## config.mk

```make
export PLATFORM = sky130hd
export DESIGN_NAME = pmu_ahb_top
export DESIGN_NICKNAME = d
export VERILOG_FILES = /design/src/hw/pmu_pkg.sv /design/src/hw/pmu_ahb_top.sv /design/src/hw/pmu_read_mux.sv /design/src/hw/pmu_counter_bank.sv /design/src/hw/pmu_ahb_front.sv
export SDC_FILE = /design/constraint.sdc
export NUM_CORES = 1
export LEC_CHECK = 0
export ABC_AREA = 1
export BUFFER_PORTS_ARGS = -buffer_cell sky130_fd_sc_hd__buf_2
export CORE_ASPECT_RATIO = 1.2
export CORE_UTILIZATION = 40
export CTS_CLUSTER_DIAMETER = 60
export CTS_CLUSTER_SIZE = 16
export DETAILED_ROUTE_END_ITERATION = 12
export GPL_TIMING_DRIVEN = 0
export PLACE_DENSITY_LB_ADDON = 0.2
export SLEW_MARGIN = 10
export SYNTH_ARGS = -nofsm -noshare
export SYNTH_HDL_FRONTEND = slang
export SYNTH_SLANG_ARGS = --single-unit
```

## constraint.sdc

```tcl
create_clock -name clk_i -period 2.21 [get_ports clk_i]
set_input_delay 0.221 -clock clk_i [delete_from_list [all_inputs] [get_ports clk_i]]
set_output_delay 0.221 -clock clk_i [all_outputs]
set_load 0.01 [all_outputs]
```

## src/hw/pmu_pkg.sv

```systemverilog
// Register map is word addressed from haddr bit 2, at most 32 counters, hresp is a single bit
package pmu_pkg;

    // ------------------------------------------------
    // Widths
    // ------------------------------------------------

    // One register or bus data word
    typedef logic [31:0] reg_word_t;

    // AHB address
    typedef logic [31:0] haddr_t;

    // Register index width, taken from haddr starting at bit 2
    localparam int unsigned REG_IDX_W = 8;
    typedef logic [REG_IDX_W-1:0] reg_idx_t;

    // ------------------------------------------------
    // Register map
    // ------------------------------------------------

    // Configuration register
    localparam reg_idx_t REG_CFG = 8'd0;
    // Enable counting
    localparam int unsigned CFG_EN_BIT = 0;
    // Hold counters and status at zero while set
    localparam int unsigned CFG_CLR_BIT = 1;

    // First counter, counter i sits at REG_CNT_BASE + i
    localparam reg_idx_t REG_CNT_BASE = 8'd1;

    // Status and mask are one word each, so this bounds the counter count
    // Status sits at N_COUNTERS + 1, mask at N_COUNTERS + 2
    localparam int unsigned MAX_COUNTERS = 32;

    // ------------------------------------------------
    // Bus types
    // ------------------------------------------------

    // AHB transfer types, also the front end state encoding
    typedef enum logic [1:0] {
        IDLE   = 2'b00,
        BUSY   = 2'b01,
        NONSEQ = 2'b10,
        SEQ    = 2'b11
    } htrans_t;

    // Data phase request built from a registered address phase
    typedef struct packed {
        logic     write_en;
        logic     read_en;
        reg_idx_t reg_idx;
    } ahb_req_t;

endpackage
```

## src/hw/pmu_ahb_top.sv

```systemverilog
// N_COUNTERS from 1 to 32; hsize, hburst, hprot and hmastlock are not ports
`timescale 1ns/100ps

module pmu_ahb_top import pmu_pkg::*; #(
    parameter int unsigned N_COUNTERS = 4
) (
    input  logic                  clk_i,
    input  logic                  rstn_i,
    // AHB-lite slave
    input  logic                  hsel_i,
    input  logic                  hreadyi_i,
    input  haddr_t                haddr_i,
    input  logic                  hwrite_i,
    input  htrans_t               htrans_i,
    input  reg_word_t             hwdata_i,
    output logic                  hreadyo_o,
    output logic                  hresp_o,
    output reg_word_t             hrdata_o,
    // Event lines, one per counter
    input  logic [N_COUNTERS-1:0] events_i,
    // Overflow interrupt level
    output logic                  intr_overflow_o
);

    // Data phase request to bank and read side
    ahb_req_t                   req;
    // Register contents to the read side
    reg_word_t                  cfg;
    reg_word_t [N_COUNTERS-1:0] counters;
    reg_word_t                  status;
    reg_word_t                  mask;

    // ------------------------------------------------
    // Address phase capture
    // ------------------------------------------------

    pmu_ahb_front i_front (
        .clk_i     (clk_i),
        .rstn_i    (rstn_i),
        .hsel_i    (hsel_i),
        .hreadyi_i (hreadyi_i),
        .haddr_i   (haddr_i),
        .hwrite_i  (hwrite_i),
        .htrans_i  (htrans_i),
        .req_o     (req)
    );

    // Registers and counters
    pmu_counter_bank #(
        .N_COUNTERS (N_COUNTERS)
    ) i_bank (
        .clk_i           (clk_i),
        .rstn_i          (rstn_i),
        .req_i           (req),
        .hwdata_i        (hwdata_i),
        .events_i        (events_i),
        .cfg_o           (cfg),
        .counters_o      (counters),
        .status_o        (status),
        .mask_o          (mask),
        .intr_overflow_o (intr_overflow_o)
    );

    // Read data and response
    pmu_read_mux #(
        .N_COUNTERS (N_COUNTERS)
    ) i_read_mux (
        .req_i      (req),
        .cfg_i      (cfg),
        .counters_i (counters),
        .status_i   (status),
        .mask_i     (mask),
        .hrdata_o   (hrdata_o),
        .hreadyo_o  (hreadyo_o),
        .hresp_o    (hresp_o)
    );

endmodule

```

## src/hw/pmu_read_mux.sv

```systemverilog
// Zero wait state slave; unmapped indices and non-read phases return zero
`timescale 1ns/100ps

module pmu_read_mux import pmu_pkg::*; #(
    parameter int unsigned N_COUNTERS = 4
) (
    // Data phase request
    input  ahb_req_t                   req_i,
    // Register contents
    input  reg_word_t                  cfg_i,
    input  reg_word_t [N_COUNTERS-1:0] counters_i,
    input  reg_word_t                  status_i,
    input  reg_word_t                  mask_i,
    // AHB data phase outputs
    output reg_word_t                  hrdata_o,
    output logic                       hreadyo_o,
    output logic                       hresp_o
);

    // Same map as the counter bank
    localparam reg_idx_t REG_STATUS = reg_idx_t'(N_COUNTERS + 1);
    localparam reg_idx_t REG_MASK   = reg_idx_t'(N_COUNTERS + 2);

    // Single bit response, OKAY only
    localparam logic HRESP_OKAY = 1'b0;

    // ------------------------------------------------
    // Read data select
    // ------------------------------------------------

    // Map indices never overlap, so the order below does not matter
    always_comb begin
        hrdata_o = '0;
        if (req_i.read_en) begin
            if (req_i.reg_idx == REG_CFG) begin
                hrdata_o = cfg_i;
            end
            if (req_i.reg_idx == REG_STATUS) begin
                hrdata_o = status_i;
            end
            if (req_i.reg_idx == REG_MASK) begin
                hrdata_o = mask_i;
            end
            for (int i = 0; i < N_COUNTERS; i++) begin
                if (req_i.reg_idx == reg_idx_t'(REG_CNT_BASE + i)) begin
                    hrdata_o = counters_i[i];
                end
            end
        end
    end

    // ------------------------------------------------
    // Response
    // ------------------------------------------------

    // Every transfer completes in its first data cycle
    assign hreadyo_o = 1'b1;
    assign hresp_o   = HRESP_OKAY;

endmodule

```

## src/hw/pmu_counter_bank.sv

```systemverilog
// Counter i counts event i; counters wrap silently apart from the sticky status bit
`timescale 1ns/100ps

module pmu_counter_bank import pmu_pkg::*; #(
    parameter int unsigned N_COUNTERS = 4
) (
    input  logic                       clk_i,
    input  logic                       rstn_i,
    // Data phase request and write data
    input  ahb_req_t                   req_i,
    input  reg_word_t                  hwdata_i,
    // One event line per counter
    input  logic [N_COUNTERS-1:0]      events_i,
    // Register contents for the read side
    output reg_word_t                  cfg_o,
    output reg_word_t [N_COUNTERS-1:0] counters_o,
    output reg_word_t                  status_o,
    output reg_word_t                  mask_o,
    // Level interrupt
    output logic                       intr_overflow_o
);

    // Status and mask follow the last counter
    localparam reg_idx_t REG_STATUS = reg_idx_t'(N_COUNTERS + 1);
    localparam reg_idx_t REG_MASK   = reg_idx_t'(N_COUNTERS + 2);

    reg_word_t                  cfg_q;
    reg_word_t                  mask_q;
    reg_word_t                  status_q;
    reg_word_t                  status_d;
    reg_word_t [N_COUNTERS-1:0] cnt_q;
    reg_word_t [N_COUNTERS-1:0] cnt_d;
    // Counters that overflow this cycle
    logic [N_COUNTERS-1:0]      ovf_set;
    logic [N_COUNTERS-1:0]      cnt_wr;
    logic                       wr_cfg;
    logic                       wr_status;
    logic                       wr_mask;
    logic                       clr;
    logic                       count_en;

    // ------------------------------------------------
    // Write decode
    // ------------------------------------------------

    assign wr_cfg    = req_i.write_en && (req_i.reg_idx == REG_CFG);
    assign wr_status = req_i.write_en && (req_i.reg_idx == REG_STATUS);
    assign wr_mask   = req_i.write_en && (req_i.reg_idx == REG_MASK);

    always_comb begin
        for (int i = 0; i < N_COUNTERS; i++) begin
            cnt_wr[i] = req_i.write_en && (req_i.reg_idx == reg_idx_t'(REG_CNT_BASE + i));
        end
    end

    // Control bits come from the stored configuration
    assign clr      = cfg_q[CFG_CLR_BIT];
    assign count_en = cfg_q[CFG_EN_BIT];

    // ------------------------------------------------
    // Counters
    // ------------------------------------------------

    // Clear beats a bus write, a bus write beats an increment
    always_comb begin
        cnt_d   = cnt_q;
        ovf_set = '0;
        for (int i = 0; i < N_COUNTERS; i++) begin
            if (clr) begin
                cnt_d[i] = '0;
            end else if (cnt_wr[i]) begin
                cnt_d[i] = hwdata_i;
            end else if (count_en && events_i[i]) begin
                // All ones wraps to zero and flags the overflow
                cnt_d[i]   = cnt_q[i] + 32'd1;
                ovf_set[i] = (cnt_q[i] == '1);
            end
        end
    end

    // ------------------------------------------------
    // Overflow status
    // ------------------------------------------------

    // Write 1 to clear, a new overflow on the same bit wins
    always_comb begin
        status_d = status_q;
        if (wr_status) begin
            status_d = status_q & ~hwdata_i;
        end
        status_d = status_d | reg_word_t'(ovf_set);
        if (clr) begin
            status_d = '0;
        end
    end

    always_ff @(posedge clk_i or negedge rstn_i) begin
        if (!rstn_i) begin
            cfg_q    <= '0;
            mask_q   <= '0;
            status_q <= '0;
            cnt_q    <= '0;
        end else begin
            if (wr_cfg) begin
                cfg_q <= hwdata_i;
            end
            if (wr_mask) begin
                mask_q <= hwdata_i;
            end
            status_q <= status_d;
            cnt_q    <= cnt_d;
        end
    end

    // Any unmasked sticky overflow raises the interrupt
    assign intr_overflow_o = |(status_q & mask_q);

    assign cfg_o      = cfg_q;
    assign counters_o = cnt_q;
    assign status_o   = status_q;
    assign mask_o     = mask_q;

endmodule

```

## src/hw/pmu_ahb_front.sv

```systemverilog
// Assumes word aligned accesses; hsize, hburst and hprot are not looked at
`timescale 1ns/100ps

module pmu_ahb_front import pmu_pkg::*; (
    input  logic     clk_i,
    input  logic     rstn_i,
    // AHB address phase
    input  logic     hsel_i,
    input  logic     hreadyi_i,
    input  haddr_t   haddr_i,
    input  logic     hwrite_i,
    input  htrans_t  htrans_i,
    // Data phase request
    output ahb_req_t req_o
);

    // Transfer state of the pending data phase
    htrans_t  state_q;
    htrans_t  state_d;
    // Address phase accepted this cycle
    logic     addr_taken;
    // Data phase of an accepted transfer
    logic     data_active;
    // Registered address phase payload
    logic     write_q;
    reg_idx_t idx_q;

    // ------------------------------------------------
    // Address phase
    // ------------------------------------------------

    // Deselected or not-ready phases are treated as IDLE
    always_comb begin
        case (htrans_i)
            BUSY, NONSEQ, SEQ: state_d = (hsel_i && hreadyi_i) ? htrans_i : IDLE;
            default:           state_d = IDLE;
        endcase
    end

    // Only NONSEQ and SEQ carry a real access
    assign addr_taken = (state_d == NONSEQ) || (state_d == SEQ);

    always_ff @(posedge clk_i or negedge rstn_i) begin
        if (!rstn_i) begin
            state_q <= IDLE;
        end else begin
            state_q <= state_d;
        end
    end

    // Direction and word index load only on an accepted phase
    always_ff @(posedge clk_i or negedge rstn_i) begin
        if (!rstn_i) begin
            write_q <= 1'b0;
            idx_q   <= '0;
        end else if (addr_taken) begin
            write_q <= hwrite_i;
            idx_q   <= haddr_i[REG_IDX_W+1:2];
        end
    end

    // ------------------------------------------------
    // Data phase
    // ------------------------------------------------

    assign data_active = (state_q == NONSEQ) || (state_q == SEQ);

    // IDLE and BUSY give an inactive request
    always_comb begin
        req_o.write_en = data_active && write_q;
        req_o.read_en  = data_active && !write_q;
        req_o.reg_idx  = idx_q;
    end

endmodule

```

==> metrics.txt <==
DR vias=18034; reg2reg end=i_bank.counters_o[106]; DP Area=between 15000 and 20000 µm²; worst relative slew slack=45.32%; Hold Path Class=in2reg; Final Cycle Share=128.0%; Power Internal=about 0.0078 W; most common cell after layout, fill and taps aside=nand2_1; Final HPWL DP=58.43 mm; fin worst setup slack=-0.6188 ns; Period minus WS final=2.829 ns; crit path capture type=output port; critical setup path kind=reg2out; initial antenna violation count=3; Worst-Skew Late Latency=approximately 0.59 ns; Power per Cell Area=598.6 nW/µm²; type of origin of the critical path=flip-flop; DRT iter0 DRCs=1939; GRT Total Usage=38.20%; dpl cells=3085; Sw Share=32.58%; fillers=a little over 4000; cts bufs inserted=29; Switch Pwr=0.003794 W; # clock sinks=234; Final Skew=0.01666 ns; layout cells sized above 1=15.89%; Hold Path Origin=hwdata_i[0]; CP max stage cell=nor3_2; core region area=38650 µm²; vias in the first global route=16739; Place WS=-0.4650 ns; RD Place Congestion=approximately 1.1; max incr delay on CP=0.40 ns; Primary FF master, synth=dfrtp_1; maximum VDD drop=0.6224 mV; DR vias/cell=5.643; largest net degree at the start of global routing=94; CTS max path bufs=3; Remaining DRCs=0; Min-Delay Endpoint=i_bank.counters_o[32]; Avg Cell Area, Syn=~6.3 µm²; Pwr Total=0.01164 W; WL final=~77 mm; WP data arrival=approximately 2.6 ns; first-pass GRT wire length=110.8 mm; Slew Viols, Final=0; Die W=182.6 µm; clock power share=44.1%; sequential group share of total power=around two fifths; hold path cells=3; CTS H-tree lvls=1; final hold vios=0; die height=218.7 µm; Slew @ Worst Pin=0.8193 ns; hold slack=0.05374 ns; most frequent cells in the layout=nand2_1, inv_1, dfrtp_1; Reg clk slew, reported paths=0.06 ns; FF-to-FF setup slack=-0.05 ns; post-synthesis sequential area ratio=37.40%; number of synthesized register bits=234; Finished Cell Area=slightly below 20000 µm²; Post-Synthesis Net Count=approximately 2600; CTS tree=yes; NumNets Final=2728; post-route insts no fill=3196; ANT nets after route=0; crit-path most repeated cell=nand2_1; CTS Root Cell=clkbuf_16; drt pass-1 iters=5; count of yosys warnings during synthesis=0; Initial Util=40.51%; RSZ-0062 raised after global routing=yes; Synth async-reset ratio=100.0%; Post-Syn Area=15660 µm²; crit path cell chain=nor2_2 -> nand2_4 -> buf_12 -> buf_4 -> nor3_2 -> nand2_1 -> nand3_1 -> nand2_1 -> nand4_1 -> nand2_1 -> inv_1 -> buf_2; max cap viols=0; CP top delay family=simple AND/OR/NAND/NOR gates; Buffers & Inverters on Critical Path=4; start of the worst register-to-register path=i_front.idx_q[5]; # port buffers=82; area growth from synthesis to layout=24.24%; P_leak=9.584 nW; number of synthesized flops with an enable pin=0; die area=about 40000 µm²; GRT Residual Overflow=0; failing checks=negative setup slack; cell count after synthesis=2475; crit-path max FO=5; Critical Path RT=about 2.0 ns; FF-to-FF path depth=13; Routed wire per std cell=24.10 µm; Synth cell types=35; Site Rows=79; Comb power frac=16.6%; Max Fclk=0.3535 GHz; final-report setup violation count=40; outcome=finished, violations left; I/O pin cnt=110
-- routing by layer --
metal  vias to the layer above  global-route usage [%]  wire length, µm
li1                       8274                       -                -
met2                       935                   60.59            34720
met1                      8552                   47.90            30000
met3                       267                   5.799             6110
met4                         6                   26.22             6155
met5                         -                       0               34
-- synth_stat cells, drive strengths merged, types with 2 or more instances --
| master | instances | area share [%] |
|---|---|---|
| nand2 | 894 | 22 |
| inv | 276 | 6.6 |
| nor2 | 266 | 6.6 |
| o21ai | 251 | 8.0 |
| dfrtp | 234 | 37 |
| a21oi | 155 | 5.0 |
| nand3 | 123 | 4.0 |
| nor3 | 55 | 1.8 |
| buf | 47 | 1.7 |
| clkbuf | 44 | 1.1 |
| nand4 | 43 | 1.7 |
| xor2 | 29 | 1.6 |
| o22ai | 23 | 0.92 |
| o211ai | 12 | 0.58 |
| xnor2 | 9 | 0.50 |
| ha | 4 | 0.32 |
| clkinv | 3 | 0.072 |
| conb | 2 | 0.048 |
| nor4 | 2 | 0.080 |
-- final cells by class --
type	instances	area, µm²	area share, %
multi-input combinational	1871	8957	46.05
sequential	234	5858	30.12
timing repair buffer	143	1202	6.182
inverter	279	1074	5.519
clock buffer	29	725.7	3.731
buffer	91	693.2	3.564
tap	526	658.1	3.383
clock inverter	22	280.3	1.441
antenna	1	2.502	0.01287
-- per-stage QoR --
step                setup TNS (ns)  util (%)
detailed placement          -10.43     43.44
finish                      -16.28     50.33
global placement           -859.29     43.27
floorplan                        0         -
CTS                         -15.71     47.62
global route                -20.26     50.32
-- logic make-up (layout without fill, tap and decap cells) --
| kind of cell | count (synthesis) | in the layout | synth area share, % |
|---|---|---|---|
| AOI/OAI and AO/OA | 442 | 442 | 14.55 |
| xor gates and xnor gates | 38 | 38 | 2.126 |
| adders and majority gates | 4 | 4 | 0.3197 |
| buffers and inverters | 370 | 564 | 9.398 |
| DFF | 234 | 234 | 37.40 |
| other | 2 | 3 | 0.04797 |
| and+or+nand+nor | 1385 | 1385 | 36.15 |
-- repair_timing --
| item | 4_1_cts | 5_1_grt |
|---|---|---|
| buffers inserted | 13 | 25 |
| gates resized for setup | 116 | 230 |
| hold buffers | 14 | 0 |
| pin swaps | 29 | 53 |
| cloned | 0 | 7 |
| setup endpoints to repair | 59 | 118 |
| endpoints found under the hold margin | 77 | 0 |
-- sequential cells by signal (all words and copies together) (netlist names) --
| signal | flops |
|---|---|
| i_bank.counters_o | 128 |
| i_bank.cfg_o | 32 |
| i_bank.mask_o | 32 |
| i_bank.status_o | 32 |
| i_front.idx_q | 8 |
| i_front.state_q | 1 |
| i_front.write_q | 1 |
-- how the worst max path moves through the flow --
stage / from / end / cells after the start
finish: i_front.idx_q[5] / hrdata_o[30] / 12
global route: i_front.idx_q[6] / hrdata_o[12] / 14
CTS: i_front.idx_q[5] / hrdata_o[29] / 13
detailed placement: i_front.idx_q[1] / hrdata_o[11] / 13
global placement: rstn_i / i_bank.counters_o[60] / 1
floorplan: i_front.idx_q[4] / hrdata_o[10] / 10
-- power groups by stage --
stage / Combinational [W] / Sequential, W / Clock [W]
after floorplan: 0.000764 / 0.00462 / 0
after global placement: 0.00143 / 0.00465 / 0
after detailed placement: 0.00145 / 0.00465 / 0
after CTS: 0.00158 / 0.00457 / 0.00517
after global routing: 0.00204 / 0.00460 / 0.00535
final: 0.00193 / 0.00458 / 0.00513
-- worst register-to-register path, delay by kind of cell (launching register included) --
kind            cells  cell delay [ns]
simple gates        8             1.01
buf+inv             4             0.69
flops               1             0.39
compound gates      1             0.11
Note: power is estimated with default switching activity, not from simulation.
